## src/spi_master_settings.svh

```systemverilog
`ifndef SPI_MASTER_SETTINGS_SVH
`define SPI_MASTER_SETTINGS_SVH

`define SPI_CHAR_NBITS  32      // widest character
`define SPI_DIV_NBITS   8
`define SPI_APB_AW      5       // byte offsets up to 0x1f

`define SPI_REG_CTRL    5'h00
`define SPI_REG_DIV     5'h04
`define SPI_REG_TX      5'h08
`define SPI_REG_RX      5'h0c
`define SPI_REG_STAT    5'h10

`define SPI_CTRL_ENABLE 0
`define SPI_CTRL_CPOL   1
`define SPI_CTRL_CPHA   2
`define SPI_CTRL_REV    3       // msb first
`define SPI_CTRL_LOOP   4
`define SPI_CTRL_IRQ_EN 5
`define SPI_CTRL_GO     6       // write-only strobe
`define SPI_CTRL_LEN_LO 8       // char_len in 12:8

`define SPI_STAT_BUSY   0
`define SPI_STAT_DONE   1       // write 1 to clear

`endif

```

## src/spi_link_pkg.sv

```systemverilog
`include "spi_master_settings.svh"

package spi_link_pkg;

    typedef logic [`SPI_CHAR_NBITS-1:0] spi_char_t;
    typedef logic [$clog2(`SPI_CHAR_NBITS):0] bit_cnt_t;   // holds 0..32
    typedef logic [`SPI_DIV_NBITS-1:0] divider_t;

    typedef enum logic [1:0] {
        IDLE,
        SETUP,      // cs low, sck at rest
        SHIFT,
        HOLD        // last half period before cs rises
    } xfer_state_e;

endpackage

```

## src/spi_reg_pkg.sv

```systemverilog
`include "spi_master_settings.svh"

package spi_reg_pkg;

    typedef logic [`SPI_APB_AW-1:0] apb_addr_t;    // byte offset
    typedef logic [31:0] apb_data_t;

    // length minus one, 0 means a single bit
    typedef logic [$clog2(`SPI_CHAR_NBITS)-1:0] char_len_t;

endpackage

```

## src/spi_apb_regs.sv

```systemverilog
`timescale 1ns/1ps
`include "spi_master_settings.svh"

module spi_apb_regs (
    input  logic                    S_CHAR_GO,
    input  logic                    S_RESETN,
    input  logic                    psel,
    input  logic                    penable,
    input  logic                    pwrite,
    input  spi_reg_pkg::apb_addr_t  paddr,
    input  spi_reg_pkg::apb_data_t  pwdata,
    output spi_reg_pkg::apb_data_t  prdata,
    output logic                    pready,
    output logic                    pslverr,
    input  logic                    busy,
    input  logic                    xfer_done,
    input  spi_link_pkg::spi_char_t rx_char,
    output logic                    start,
    output logic                    enable,
    output logic                    cpol,
    output logic                    cpha,
    output logic                    rev,
    output logic                    loop,
    output spi_reg_pkg::char_len_t  char_len,
    output spi_link_pkg::divider_t  divider,
    output spi_link_pkg::spi_char_t tx_char,
    output logic                    irq
);
    import spi_reg_pkg::*;

    logic      access;
    logic      wr_ok;
    logic      hit;
    logic      go_req;
    logic      reject;
    logic      irq_en;
    logic      done;
    apb_data_t ctrl_rd;

    assign access = psel & penable;
    assign go_req = (paddr == `SPI_REG_CTRL) & pwdata[`SPI_CTRL_GO];
    assign reject = busy & pwrite & (go_req | (paddr == `SPI_REG_TX));    // no queueing
    assign wr_ok  = access & pwrite & hit & ~reject;

    always_comb begin
        case (paddr)
            `SPI_REG_CTRL, `SPI_REG_DIV, `SPI_REG_TX, `SPI_REG_RX, `SPI_REG_STAT: hit = 1'b1;
            default: hit = 1'b0;
        endcase
    end

    assign pready  = 1'b1;
    assign pslverr = access & (~hit | reject);
    assign start   = wr_ok & go_req & pwdata[`SPI_CTRL_ENABLE];  // enable may come in same write
    assign irq     = done & irq_en;

    always_ff @(posedge S_CHAR_GO or negedge S_RESETN) begin
        if (!S_RESETN) begin
            enable   <= 1'b0;
            cpol     <= 1'b0;
            cpha     <= 1'b0;
            rev      <= 1'b0;
            loop     <= 1'b0;
            irq_en   <= 1'b0;
            char_len <= '1;
            divider  <= '0;
            done     <= 1'b0;
        end else begin
            if (wr_ok && paddr == `SPI_REG_CTRL) begin
                enable   <= pwdata[`SPI_CTRL_ENABLE];
                cpol     <= pwdata[`SPI_CTRL_CPOL];
                cpha     <= pwdata[`SPI_CTRL_CPHA];
                rev      <= pwdata[`SPI_CTRL_REV];
                loop     <= pwdata[`SPI_CTRL_LOOP];
                irq_en   <= pwdata[`SPI_CTRL_IRQ_EN];
                char_len <= pwdata[`SPI_CTRL_LEN_LO +: $bits(char_len_t)];
            end
            if (wr_ok && paddr == `SPI_REG_DIV)
                divider <= pwdata[`SPI_DIV_NBITS-1:0];
            if (xfer_done)
                done <= 1'b1;   // completion wins over a clear
            else if (wr_ok && paddr == `SPI_REG_STAT && pwdata[`SPI_STAT_DONE])
                done <= 1'b0;
        end
    end

    always_ff @(posedge S_CHAR_GO) begin
        if (wr_ok && paddr == `SPI_REG_TX)
            tx_char <= pwdata;
    end

    always_comb begin
        ctrl_rd = '0;
        ctrl_rd[`SPI_CTRL_ENABLE] = enable;
        ctrl_rd[`SPI_CTRL_CPOL]   = cpol;
        ctrl_rd[`SPI_CTRL_CPHA]   = cpha;
        ctrl_rd[`SPI_CTRL_REV]    = rev;
        ctrl_rd[`SPI_CTRL_LOOP]   = loop;
        ctrl_rd[`SPI_CTRL_IRQ_EN] = irq_en;
        ctrl_rd[`SPI_CTRL_LEN_LO +: $bits(char_len_t)] = char_len;
    end

    always_comb begin
        case (paddr)
            `SPI_REG_CTRL: prdata = ctrl_rd;
            `SPI_REG_DIV:  prdata = apb_data_t'(divider);
            `SPI_REG_TX:   prdata = tx_char;
            `SPI_REG_RX:   prdata = rx_char;
            `SPI_REG_STAT: prdata = apb_data_t'({done, busy});
            default:       prdata = '0;
        endcase
    end

    a_start_busy: assert property (@(posedge S_CHAR_GO) disable iff (!S_RESETN)
        start |=> busy);

endmodule

```

## src/spi_char_ctrl.sv

```systemverilog
`timescale 1ns/1ps

module spi_char_ctrl (
    input  logic                   S_CHAR_GO,
    input  logic                   S_RESETN,
    input  logic                   start,
    input  logic                   cpha,
    input  spi_reg_pkg::char_len_t char_len,
    input  logic                   tick,
    input  logic                   lead_edge,
    input  logic                   trail_edge,
    output logic                   run,
    output logic                   sck_en,
    output logic                   load,
    output logic                   drive_stb,
    output logic                   sample_stb,
    output logic                   spi_cs_n,
    output logic                   busy,
    output logic                   xfer_done
);
    import spi_link_pkg::*;

    xfer_state_e state;
    bit_cnt_t    bit_cnt;       // trailing edges so far
    bit_cnt_t    n_bits;
    logic        last_trail;

    assign n_bits     = bit_cnt_t'(char_len) + bit_cnt_t'(1);
    assign last_trail = trail_edge & (bit_cnt + bit_cnt_t'(1) == n_bits);

    assign busy   = (state != IDLE);
    assign run    = busy;       // divider counts for the whole frame
    assign sck_en = (state == SHIFT);

    // bit 0 is already on mosi from load, so one drive edge per mode is skipped
    assign sample_stb = cpha ? trail_edge : lead_edge;
    assign drive_stb  = cpha ? (lead_edge & (bit_cnt != '0)) : (trail_edge & ~last_trail);

    always_ff @(posedge S_CHAR_GO or negedge S_RESETN) begin
        if (!S_RESETN) begin
            state     <= IDLE;
            bit_cnt   <= '0;
            spi_cs_n  <= 1'b1;
            load      <= 1'b0;
            xfer_done <= 1'b0;
        end else begin
            load      <= start;     // config regs settle one cycle after the go write
            xfer_done <= 1'b0;
            case (state)
                IDLE: if (start) begin
                    state    <= SETUP;
                    spi_cs_n <= 1'b0;
                    bit_cnt  <= '0;
                end
                SETUP: if (tick)
                    state <= SHIFT;
                SHIFT: if (trail_edge) begin
                    bit_cnt <= bit_cnt + bit_cnt_t'(1);
                    if (last_trail)
                        state <= HOLD;
                end
                HOLD: if (tick) begin
                    state     <= IDLE;
                    spi_cs_n  <= 1'b1;
                    xfer_done <= 1'b1;
                end
            endcase
        end
    end

    a_strobe_excl: assert property (@(posedge S_CHAR_GO) disable iff (!S_RESETN)
        !(drive_stb && sample_stb));

    a_cs_busy: assert property (@(posedge S_CHAR_GO) disable iff (!S_RESETN)
        spi_cs_n == !busy);

endmodule

```

## src/spi_clk_gen.sv

```systemverilog
`timescale 1ns/1ps

module spi_clk_gen (
    input  logic                   S_CHAR_GO,
    input  logic                   S_RESETN,
    input  logic                   run,
    input  logic                   sck_en,
    input  logic                   cpol,
    input  spi_link_pkg::divider_t divider,
    output logic                   spi_sck,
    output logic                   tick,
    output logic                   lead_edge,
    output logic                   trail_edge
);
    import spi_link_pkg::*;

    divider_t cnt;
    logic     sck_q;

    // strobes mark the cycle whose closing clock edge moves sck
    assign tick       = run & (cnt == '0);
    assign lead_edge  = tick & sck_en & (sck_q == cpol);
    assign trail_edge = tick & sck_en & (sck_q != cpol);
    assign spi_sck    = sck_en ? sck_q : cpol;    // rest level outside shift

    always_ff @(posedge S_CHAR_GO or negedge S_RESETN) begin
        if (!S_RESETN) begin
            cnt   <= '0;
            sck_q <= 1'b0;
        end else begin
            if (!run || tick)
                cnt <= divider;     // half period is divider+1 clocks
            else
                cnt <= cnt - divider_t'(1);
            if (!sck_en)
                sck_q <= cpol;
            else if (tick)
                sck_q <= ~sck_q;
        end
    end

endmodule

```

## src/spi_master_top.sv

```systemverilog
`timescale 1ns/1ps

module spi_master_top (
    input  logic                   S_CHAR_GO,
    input  logic                   S_RESETN,
    input  logic                   psel,
    input  logic                   penable,
    input  logic                   pwrite,
    input  spi_reg_pkg::apb_addr_t paddr,
    input  spi_reg_pkg::apb_data_t pwdata,
    output spi_reg_pkg::apb_data_t prdata,
    output logic                   pready,
    output logic                   pslverr,
    output logic                   spi_cs_n,
    output logic                   spi_sck,
    output logic                   spi_mosi,
    input  logic                   spi_miso,
    output logic                   irq
);
    import spi_reg_pkg::*;
    import spi_link_pkg::*;

    logic      start;
    logic      cpol;
    logic      cpha;
    logic      rev;
    logic      loop;
    char_len_t char_len;
    divider_t  divider;
    spi_char_t tx_char;
    spi_char_t rx_char;
    logic      busy;
    logic      xfer_done;
    logic      run;
    logic      sck_en;
    logic      tick;
    logic      lead_edge;
    logic      trail_edge;
    logic      load;
    logic      drive_stb;
    logic      sample_stb;

    spi_apb_regs regs_i (
        .S_CHAR_GO (S_CHAR_GO),
        .S_RESETN  (S_RESETN),
        .psel      (psel),
        .penable   (penable),
        .pwrite    (pwrite),
        .paddr     (paddr),
        .pwdata    (pwdata),
        .prdata    (prdata),
        .pready    (pready),
        .pslverr   (pslverr),
        .busy      (busy),
        .xfer_done (xfer_done),
        .rx_char   (rx_char),
        .start     (start),
        .enable    (),              // readback only
        .cpol      (cpol),
        .cpha      (cpha),
        .rev       (rev),
        .loop      (loop),
        .char_len  (char_len),
        .divider   (divider),
        .tx_char   (tx_char),
        .irq       (irq)
    );

    spi_char_ctrl ctrl_i (
        .S_CHAR_GO  (S_CHAR_GO),
        .S_RESETN   (S_RESETN),
        .start      (start),
        .cpha       (cpha),
        .char_len   (char_len),
        .tick       (tick),
        .lead_edge  (lead_edge),
        .trail_edge (trail_edge),
        .run        (run),
        .sck_en     (sck_en),
        .load       (load),
        .drive_stb  (drive_stb),
        .sample_stb (sample_stb),
        .spi_cs_n   (spi_cs_n),
        .busy       (busy),
        .xfer_done  (xfer_done)
    );

    spi_clk_gen clk_gen_i (
        .S_CHAR_GO  (S_CHAR_GO),
        .S_RESETN   (S_RESETN),
        .run        (run),
        .sck_en     (sck_en),
        .cpol       (cpol),
        .divider    (divider),
        .spi_sck    (spi_sck),
        .tick       (tick),
        .lead_edge  (lead_edge),
        .trail_edge (trail_edge)
    );

    spi_trx_char trx_i (
        .S_CHAR_GO  (S_CHAR_GO),
        .S_RESETN   (S_RESETN),
        .load       (load),
        .drive_stb  (drive_stb),
        .sample_stb (sample_stb),
        .rev        (rev),
        .loop       (loop),
        .char_len   (char_len),
        .tx_char    (tx_char),
        .spi_miso   (spi_miso),
        .spi_mosi   (spi_mosi),
        .rx_char    (rx_char)
    );

endmodule

```

## src/spi_trx_char.sv

```systemverilog
`timescale 1ns/1ps

module spi_trx_char (
    input  logic                    S_CHAR_GO,
    input  logic                    S_RESETN,
    input  logic                    load,
    input  logic                    drive_stb,
    input  logic                    sample_stb,
    input  logic                    rev,
    input  logic                    loop,
    input  spi_reg_pkg::char_len_t  char_len,
    input  spi_link_pkg::spi_char_t tx_char,
    input  logic                    spi_miso,
    output logic                    spi_mosi,
    output spi_link_pkg::spi_char_t rx_char
);
    import spi_reg_pkg::*;
    import spi_link_pkg::*;

    spi_char_t tx_buf;      // frozen copy for the whole frame
    spi_char_t rx_buf;
    char_len_t idx;
    char_len_t idx_next;
    char_len_t first_idx;
    logic      rx_bit;
    logic      last_bit;

    assign first_idx = rev ? char_len : '0;
    assign idx_next  = rev ? (idx - char_len_t'(1)) : (idx + char_len_t'(1));
    assign last_bit  = rev ? (idx == '0) : (idx == char_len);
    assign rx_bit    = loop ? spi_mosi : spi_miso;

    always_ff @(posedge S_CHAR_GO) begin
        if (load) begin
            tx_buf <= tx_char;
            rx_buf <= '0;   // bits above the character stay zero
        end else if (sample_stb) begin
            rx_buf[idx] <= rx_bit;
        end
    end

    always_ff @(posedge S_CHAR_GO or negedge S_RESETN) begin
        if (!S_RESETN) begin
            idx      <= '0;
            spi_mosi <= 1'b1;
            rx_char  <= '1;
        end else begin
            if (load) begin
                idx      <= first_idx;
                spi_mosi <= tx_char[first_idx];
            end else if (drive_stb) begin
                idx      <= idx_next;
                spi_mosi <= tx_buf[idx_next];
            end
            // final bit merged directly, rx_buf not yet updated
            if (sample_stb && last_bit)
                rx_char <= rx_buf | (spi_char_t'(rx_bit) << idx);
        end
    end

endmodule

```

## config.mk

```make
export PLATFORM = sky130hd
export DESIGN_NAME = spi_master_top
export DESIGN_NICKNAME = d
export VERILOG_FILES = /design/src/spi_link_pkg.sv /design/src/spi_reg_pkg.sv /design/src/spi_apb_regs.sv /design/src/spi_char_ctrl.sv /design/src/spi_clk_gen.sv /design/src/spi_master_top.sv /design/src/spi_trx_char.sv
export VERILOG_INCLUDE_DIRS = /design/src
export SDC_FILE = /design/constraint.sdc
export NUM_CORES = 1
export LEC_CHECK = 0
export BUFFER_PORTS_ARGS = -buffer_cell sky130_fd_sc_hd__buf_2
export CORE_MARGIN = 5
export CORE_UTILIZATION = 34
export CTS_CLUSTER_SIZE = 16
export DETAILED_ROUTE_END_ITERATION = 6
export HOLD_SLACK_MARGIN = 0.06
export PLACE_DENSITY = 0.5
export RECOVER_POWER = 50
export SLEW_MARGIN = 15
export SYNTH_ARGS = -nofsm -noshare
export SYNTH_HDL_FRONTEND = slang
export SYNTH_SLANG_ARGS = --single-unit
export TNS_END_PERCENT = 100
```

## constraint.sdc

```tcl
create_clock -name S_CHAR_GO -period 4.6 [get_ports S_CHAR_GO]
set_input_delay 0.23 -clock S_CHAR_GO [delete_from_list [all_inputs] [get_ports S_CHAR_GO]]
set_output_delay 0.23 -clock S_CHAR_GO [all_outputs]
set_load 0.02 [all_outputs]
```

== Yosys cells after proc, flatten, opt, wreduce, memory -nomap -nowiden ==
Cells that the tools add are included.

* Register bits: 174
* Latch bits: 0
* Bits in writable memories: 0
* ROM bits: 0
* Bits of input ports: 43
* Output and inout bits: 38
* Word-level logic and storage cells: 136
* Memories kept: 0

* Add/sub/neg operators: 5
* Multipliers: 0
* Divide/modulo/power cells: 0
* Magnitude comparators: 4
* Eq/ne operators: 17
* Shift-type cells: 1
* Multiplexer cells: 39
* Bitwise logic cells: 25
* Reduce and logical (&&, ||, !) cells: 23

{| class="wikitable"
|+ Operators with widths
! cell !! count
|-
| $pmux W32 S5 || 1
|-
| $bwmux W32 || 1
|-
| $or A32 B32 Y32 || 1
|-
| $shl A1 B5 Y32 || 1
|-
| $mux W5 || 4
|-
| $mux W1 || 19
|-
| $and A1 B1 Y1 || 18
|-
| $lt A5 B6 Y1 const B || 3
|-
| $mux W6 || 2
|-
| $pmux W6 S2 || 1
|-
| $bmux W1 S5 || 2
|-
| $eq A5 B4 Y1 const B || 2
|-
| $logic_not A5 Y1 || 2
|-
| $mux W2 || 5
|-
| $reduce_bool A2 Y1 || 5
|-
| $logic_not A8 Y1 || 1
|-
| $mux W8 || 1
|-
| $pmux W2 S4 || 1
|-
| $sub A8 B1 Y8 const B || 1
|-
| $logic_and A1 B1 Y1 || 7
|-
| $add A5 B1 Y6 const B || 1
|-
| $add A6 B1 Y6 const B || 1
|-
| $eq A6 B6 Y1 || 1
|-
| $ne A2 B1 Y1 const B || 3
|-
| 22 further kinds || 30
|}

== Longest topological paths before layout ==
Gate-level depths: netlist of the first run.

* Depth in word-level cells: 10
* Mapped depth: 11
* Mapped depth without buffers: 8

== Cells and area by module ==
A second synthesis of the first run with hierarchy kept.

* Cell total of the unflattened synthesis: 767
* Area total of the unflattened synthesis: 8590.7 um^2

{| class="wikitable"
|+ Modules (own cells, without submodules)
! module !! times used !! cells each !! area an instance (um^2) !! sequential area each (um^2)
|-
| spi_trx_char || 1 || 450 || 4814.6 || 2593.7
|-
| spi_apb_regs || 1 || 160 || 2313.5 || 1467.7
|-
| spi_char_ctrl || 1 || 99 || 934.6 || 276.5
|-
| spi_clk_gen || 1 || 58 || 528.0 || 225.2
|}

== Least setup slack after synthesis of the first run ==
No wires, ideal clock.

* Path kind: input-to-reg
* Start point: in paddr[4]
* End point: reg regs_i.tx_char[0] (enable)
* Setup time: 0.468 ns
* Data arrival time: 3.609 ns
* Data required time: 4.132 ns
* Setup slack: 0.523 ns
* Cell stages on the path: 5
* Path buffers: 1
* Path through: nor3_1 nand2_1 nor2_1 clkbuf_1 nor3b_1

* Cells in the longest elaborated chain, start to end: 7
* Elaborated cells on any way between the ends: 14

{| class="wikitable"
|+ Ends and longest elaborated chain
! element !! line !! source
|-
| start: declaration || spi_master_top.sv:9 || <nowiki>input spi_reg_pkg::apb_addr_t paddr,</nowiki>
|-
| branches (longest 6 deep; another with $eq A5 B4 Y1) || - ||
|-
| $logic_and A1 B1 Y1 (no line) * || - ||
|-
| end signal: assignment || spi_apb_regs.sv:89 || <nowiki>tx_char <= pwdata;</nowiki>
|-
| end: declaration || spi_apb_regs.sv:26 || <nowiki>output spi_link_pkg::spi_char_t tx_char,</nowiki>
|}

Mark *: on every way between the ends.
A chain may end at the register's enable or synchronous reset.

== Worst setup path in the final report of the first run ==
* Start point: reg ctrl_i.load
* End point: reg trx_i.tx_buf[3] (enable)

{| class="wikitable"
|+ RTL lines
! element !! line !! source
|-
| start: declaration || spi_char_ctrl.sv:14 || <nowiki>output logic load,</nowiki>
|-
| start signal: assignment || spi_char_ctrl.sv:47 || <nowiki>load <= start;</nowiki>
|-
| end signal: assignment || spi_trx_char.sv:35 || <nowiki>tx_buf <= tx_char;</nowiki>
|-
| end: declaration || spi_trx_char.sv:20 || <nowiki>spi_char_t tx_buf;</nowiki>
|}

No word-level cell between the ends.

==> results.yml, run 1 <==
yosys:
  netlist_instances: 756
  async_flop_share_pct: 44.8
  syn_area_per_cell_um2: 11.5
  synth_edf_count: 64
  synth_area_um2: 8700
  netlist.top_cell.by_area: "edfxtp_1"
  synth_top_area_share_pct: 22.1
  synthFlopType: "edfxtp_1"
  ys_warn_count: 0
  ys_top_cells_by_area: "edfxtp_1 22%, dfstp_2 12%, dfrtp_1 11%, dfxtp_1 7.4%, mux2i_1 4.8%"
  synth_cell_types: 71
  synth-seq-area-share_pct: 52.4
  synth-seq-cells: 174
  syn_nets: 812
route:
  detail-route-antenna-nets: 0
  remaining_drc_errors: 0
  routedWlPerCell_um: 20.5
  drt_wl_total_um: 24300
  vias: 6255
  drt-initial-drc-count: 663
  vias_per_cell: 5.27
  drt-pass1-iter-count: 4
cells_and_area:
  layout-drive-gt1-share_pct: 23.8
  fin_area_um2: 10300
  nets: 900
  final_cells: 1187
  n_antenna_cell: 0
  final_common_cell: "edfxtp_1"
  area_delta_synth_final_pct: 17.9
  mostFrequentLayoutCells: "64 x edfxtp_1, 62 x a21oi_1, 60 x buf_2, 49 x nor2_1, 43 x inv_1"
placed_design:
  place_area_um2: 9410
  portBuffers: 79
  place_congestion: 0.777
  dp_cells: 1123
  hpwlAfterDp_um: 16900
worst_setup_path:
  cp_data_arrival_time_ps: 3320
  required_ps: 4610
  critPathCaptureType: "flop"
  crit_path_start_kind: "flop"
  rrSetupSlack_ps: 1280
  crit_buf_inv: 1
  crit_cells: 1
  worstPathCellList: "clkbuf_1"
  crit_family: "buffers and inverters"
  cp_max_fo: 41
  cpPeakStageDelay_ps: 1540
  worst_path_max_delay_cell: "clkbuf_1"
  crit_type: "flop to flop"
  reg2reg_depth: 1
global_route:
  gr-total-overflow: 0
  grtUsageTotal_pct: 17.0
  antenna_found_initial: 0
  grt_pass1_vias: 6035
  grt_pass1_wl_um: 37600
  grt_max_degree: 59
sta:
  worstMarginPinSlew_ps: 2050
  setup_viol: 0
  period_share_pct: 72.1
  rsz0062_at_grt: "false"
  final-hold-violation-count: 0
  setup_tns_ps: 0
  max_slew_margin_pct: -36.4
  slew_violations: 41
  post-route-min-period_ps: 3320
  skew_ps: 14.3
  max_freq_ghz: 0.301
floorplan:
  initial_core_util_pct: 34.6
  io_pins: 81
  die_w_um: 170
  die_y_um: 170
  rows: 58
  dieArea_um2: 28900
  core_um2: 25200
clock_tree:
  clockRootBuffer: "clkbuf_16"
  clock_latency_ps: 430
  h-tree-depth: 4
  clockBufferDepth: 2
  numCtsBuffers: 17
  path_clk_slew_ps: 70
  cts_tree: "built"
  cts_setup_buffers: 0
  cts.sinks: 174
job:
  max-cap-violations: 2
power:
  pwr-share-clk_pct: 33.9
  combPwrFrac_pct: 21.6
  p_seq_share_pct: 44.4
  intPower_uw: 2820
  swShare_pct: 30.5
  leakage_uw: 0.00423
  p_sw_uw: 1240
  power_density_nw_per_um2: 396
  vdd_ir_drop_max_v: 0.000256
status:
  violations: "max-capacitance violations, max-slew violations"
  status: "finished with violations"
min_path:
  hold_path_class: "primary input to flop"
  holdPathStages: 1
## Yosys cell counts (all sizes together), types with 3 or more instances
master	count
xnor2	15
nor2b	12
o21ai	16
mux2	34
and2	9
a211oi	8
a31oi	11
dfstp	39
nand3	11
nor4	4
a311oi	24
nor2	51
a22oi	8
dfxtp	32
clkbuf	41
a22o	20
nand4	4
nor3	15
ha	12
or4	3
and3	7
edfxtp	64
dfrtp	39
nand2b	10
mux2i	42
mux4	15
a21oi	63
o211a	3
buf	15
xor2	12
nor3b	6
inv	43
o22ai	3
nand2	29
## what timing repair did
action	CTS	global route
resized for setup	0	0
hold buffers	32	0
hold endpoints to repair	69	0
## per-stage QoR
step | power, uW | setup slack [ps] | hold slack (ps) | utilization [%]
5_1_grt | 4270 | 1070 | 170 | 40.7
4_1_cts | 4090 | 1620 | 76.3 | 40.8
3_3_place_gp | 2680 | 1710 | 373 | 37.4
6_report | 4060 | 1280 | 181 | 40.7
2_1_floorplan | 2420 | 523 | -65.6 | -
3_5_place_dp | 2690 | 1650 | 379 | 37.4
## cell type report
type                            instances  area (um^2)
Clock buffer                           21          472
Fill cell                            2384        14900
Inverter                               43          161
Tap cell                              330          413
Multi-Input combinational cell        483         3780
Clock inverter                         11         77.6
Timing Repair Buffer                  125          793
Sequential cell                       174         4560
## worst paths after layout
path / end / from
min in group asynchronous: regs_i.loop / S_RESETN
max in group asynchronous: ctrl_i.bit_cnt[5] / S_RESETN
min reg2reg: regs_i.done / ctrl_i.xfer_done
max: trx_i.tx_buf[3] / ctrl_i.load
min: regs_i.tx_char[6] / pwdata[6]
max reg2reg: trx_i.tx_buf[3] / ctrl_i.load
## flip-flops by register name (all words and copies together), names as in the netlist, 2 cells and up
register         flops
trx_i.rx_char       32
regs_i.divider       8
regs_i.tx_char      32
trx_i.rx_buf        32
trx_i.idx            5
regs_i.char_len      5
trx_i.tx_buf        32
ctrl_i.state         2
ctrl_i.bit_cnt       6
clk_gen_i.cnt        8
## cells by family (layout without fill, tap and decap cells)
| logic type | after synthesis | after routing | synth area share (%) |
|---|---|---|---|
| AOI/OAI and AO/OA | 179 | 179 | 14.1 |
| xor gates and xnor gates | 30 | 30 | 3.51 |
| adders and majority gates | 13 | 13 | 1.96 |
| buffers and inverters | 99 | 200 | 4.59 |
| DFF | 174 | 174 | 52.4 |
| muxes | 91 | 91 | 13.1 |
| other | 1 | 1 | 0.0431 |
| and+or+nand+nor | 169 | 169 | 10.3 |
## routing by layer
metal / global-route usage [%] / vias to the layer above / part of all wire, % / wire, um
met3: 2.42 / 18 / 3.3 / 793
met1: 25.6 / 3149 / 49 / 11900
met2: 25.9 / 109 / 47 / 11300
met4: 3.99 / 0 / 0.98 / 239
li1: - / 2979 / - / -
met5: 0 / - / 0 / 0
## power by group through the flow
| stage | logic [uW] | registers (uW) | clock network [uW] |
|---|---|---|---|
| after global routing | 980 | 1810 | 1480 |
| after CTS | 882 | 1800 | 1410 |
| final | 877 | 1800 | 1380 |
| after detailed placement | 856 | 1830 | 0 |
| after floorplan | 634 | 1790 | 0 |
| after global placement | 854 | 1830 | 0 |
Power figures use the tool's default switching activity.
==> inputs of run 2 (changes only) <==
PLACE_DENSITY = 0.51   (was 0.5)
clock period = 3.02 ns   (was 4.6 ns; I/O delays follow)
==> results.yml, run 2 (synthesized netlist as in run 1, its figures left out) <==
route:
  remaining_drc_errors: 0
  drt-initial-drc-count: 467
  vias: 6327
  detail-route-antenna-nets: 0
  vias_per_cell: 5.22
  drt-pass1-iter-count: 5
  drt_wl_total_um: 24500
  routedWlPerCell_um: 20.2
floorplan:
  rows: 58
  initial_core_util_pct: 34.6
  io_pins: 81
  die_y_um: 170
  die_w_um: 170
  dieArea_um2: 28900
  core_um2: 25200
clock_tree:
  cts_tree: "built"
  h-tree-depth: 4
  clock_latency_ps: 440
  numCtsBuffers: 17
  cts.sinks: 174
  clockBufferDepth: 2
  cts_setup_buffers: 0
  ctsResizeCount: 0
  clockRootBuffer: "clkbuf_16"
  path_clk_slew_ps: 80
placed_design:
  hpwlAfterDp_um: 17400
  portBuffers: 79
  dp_slack_ps: 261
  place_congestion: 0.819
power:
  intPower_uw: 4350
  swShare_pct: 31.3
  pwr-share-clk_pct: 34.8
  vdd_ir_drop_max_v: 0.000402
  power_density_nw_per_um2: 605
  p_seq_share_pct: 42.8
  combPwrFrac_pct: 22.3
  leakage_uw: 0.00437
  p_sw_uw: 1990
worst_setup_path:
  critPathCaptureType: "flop"
  cp_max_fo: 7
  crit_type: "flop to flop"
  worstPathCellList: "or4_4 -> or4_1 -> or2_1 -> nor3b_2 -> nor2_1 -> a211oi_1"
  required_ps: 3340
  crit_path_start_kind: "flop"
  crit_buf_inv: 0
  cpPeakStageDelay_ps: 760
  cp_data_arrival_time_ps: 3130
  crit_family: "simple AND/OR/NAND/NOR gates"
  worst_path_max_delay_cell: "or4_1"
sta:
  slew_violations: 80
  whs_ps: 96.2
  setup_viol: 0
  setup_tns_ps: 0
  max_slew_margin_pct: -20.1
  rsz0062_at_grt: "false"
  post-route-min-period_ps: 2800
  max_freq_ghz: 0.357
  fin_ws_ps: 219
  period_share_pct: 92.7
  worstMarginPinSlew_ps: 1800
  skew_ps: 14.4
  final-hold-violation-count: 0
cells_and_area:
  mostFrequentLayoutCells: "64 x edfxtp_1, 63 x buf_2, 62 x a21oi_1, 49 x nor2_1, 43 x inv_1"
  final_common_cell: "edfxtp_1"
  nets: 924
  nFillCells: 2417
  layout-drive-gt1-share_pct: 26.2
  area_delta_synth_final_pct: 20.5
global_route:
  grt_max_degree: 80
  antenna_found_initial: 0
  grt_pass1_vias: 6268
  gr-total-overflow: 0
  grt_pass1_wl_um: 37700
  grtUsageTotal_pct: 17.0
min_path:
  hold_path_class: "primary input to flop"
status:
  violations: "max-capacitance violations, max-slew violations"
  status: "finished with violations"
job:
  max-cap-violations: 1
-- run 2: repair_timing --
| action | 4_1_cts | 5_1_grt |
|---|---|---|
| endpoints found under the setup margin | 0 | 0 |
| hold buffers | 33 | 0 |
| endpoints found under the hold margin | 77 | 0 |
-- run 2: worst paths after layout --
path,from,endpoint,slack (ps),cells past startpoint
min in group asynchronous,S_RESETN,regs_i.loop,620,2
worst min register to register,ctrl_i.xfer_done,regs_i.done,450,1
max in group asynchronous,S_RESETN,trx_i.rx_char[26],1040,3
worst max register to register,clk_gen_i.cnt[2],trx_i.rx_buf[11],220,6
worst max-delay path,clk_gen_i.cnt[2],trx_i.rx_buf[11],220,6
worst min-delay path,paddr[4],regs_i.done,100,4
-- run 2: layout make-up --
class                      count  area [um^2]  share of cell area [%]
clock inverter                15          155                    1.48
tap                          330          413                    3.94
timing repair buffer         149          987                    9.42
clock buffer                  17          425                    4.06
inverter                      43          161                    1.54
sequential                   174         4560                    43.5
antenna                        1         2.50                  0.0239
multi-input combinational    483         3770                    36.0
-- run 2: power groups by stage --
stage	Clock, uW	Combinational, uW	Sequential (uW)
after floorplan	0	966	2730
after global placement	0	1390	2760
after detailed placement	0	1390	2760
after CTS	2250	1440	2720
after global routing	2350	1570	2730
final	2210	1420	2720
-- run 2: worst register-to-register path, cell delays in order, from the launching register on --
cell,delay [ps]
dfrtp_1,430
or4_4,560
or4_1,760
or2_1,450
nor3b_2,250
nor2_1,60
a211oi_1,190
-- run 2: routing by layer --
metal	vias up	share of wire [%]	global-route usage, %
li1	3025	-	-
met1	3171	49	25.1
met2	112	47	26.2
met3	19	3.6	2.88
met4	0	1.1	3.92
met5	-	0	0
-- run 2: through the flow --
stage               total power, uW  util, %  instances  cell area [um^2]
floorplan                      3690        -        756              8710
detailed placement             4150     38.1       1146              9600
global route                   6650     41.6       1211             10500
global placement               4150     38.1       1146              9600
finish                         6340     41.6       1212             10500
CTS                            6400     41.7       1211             10500
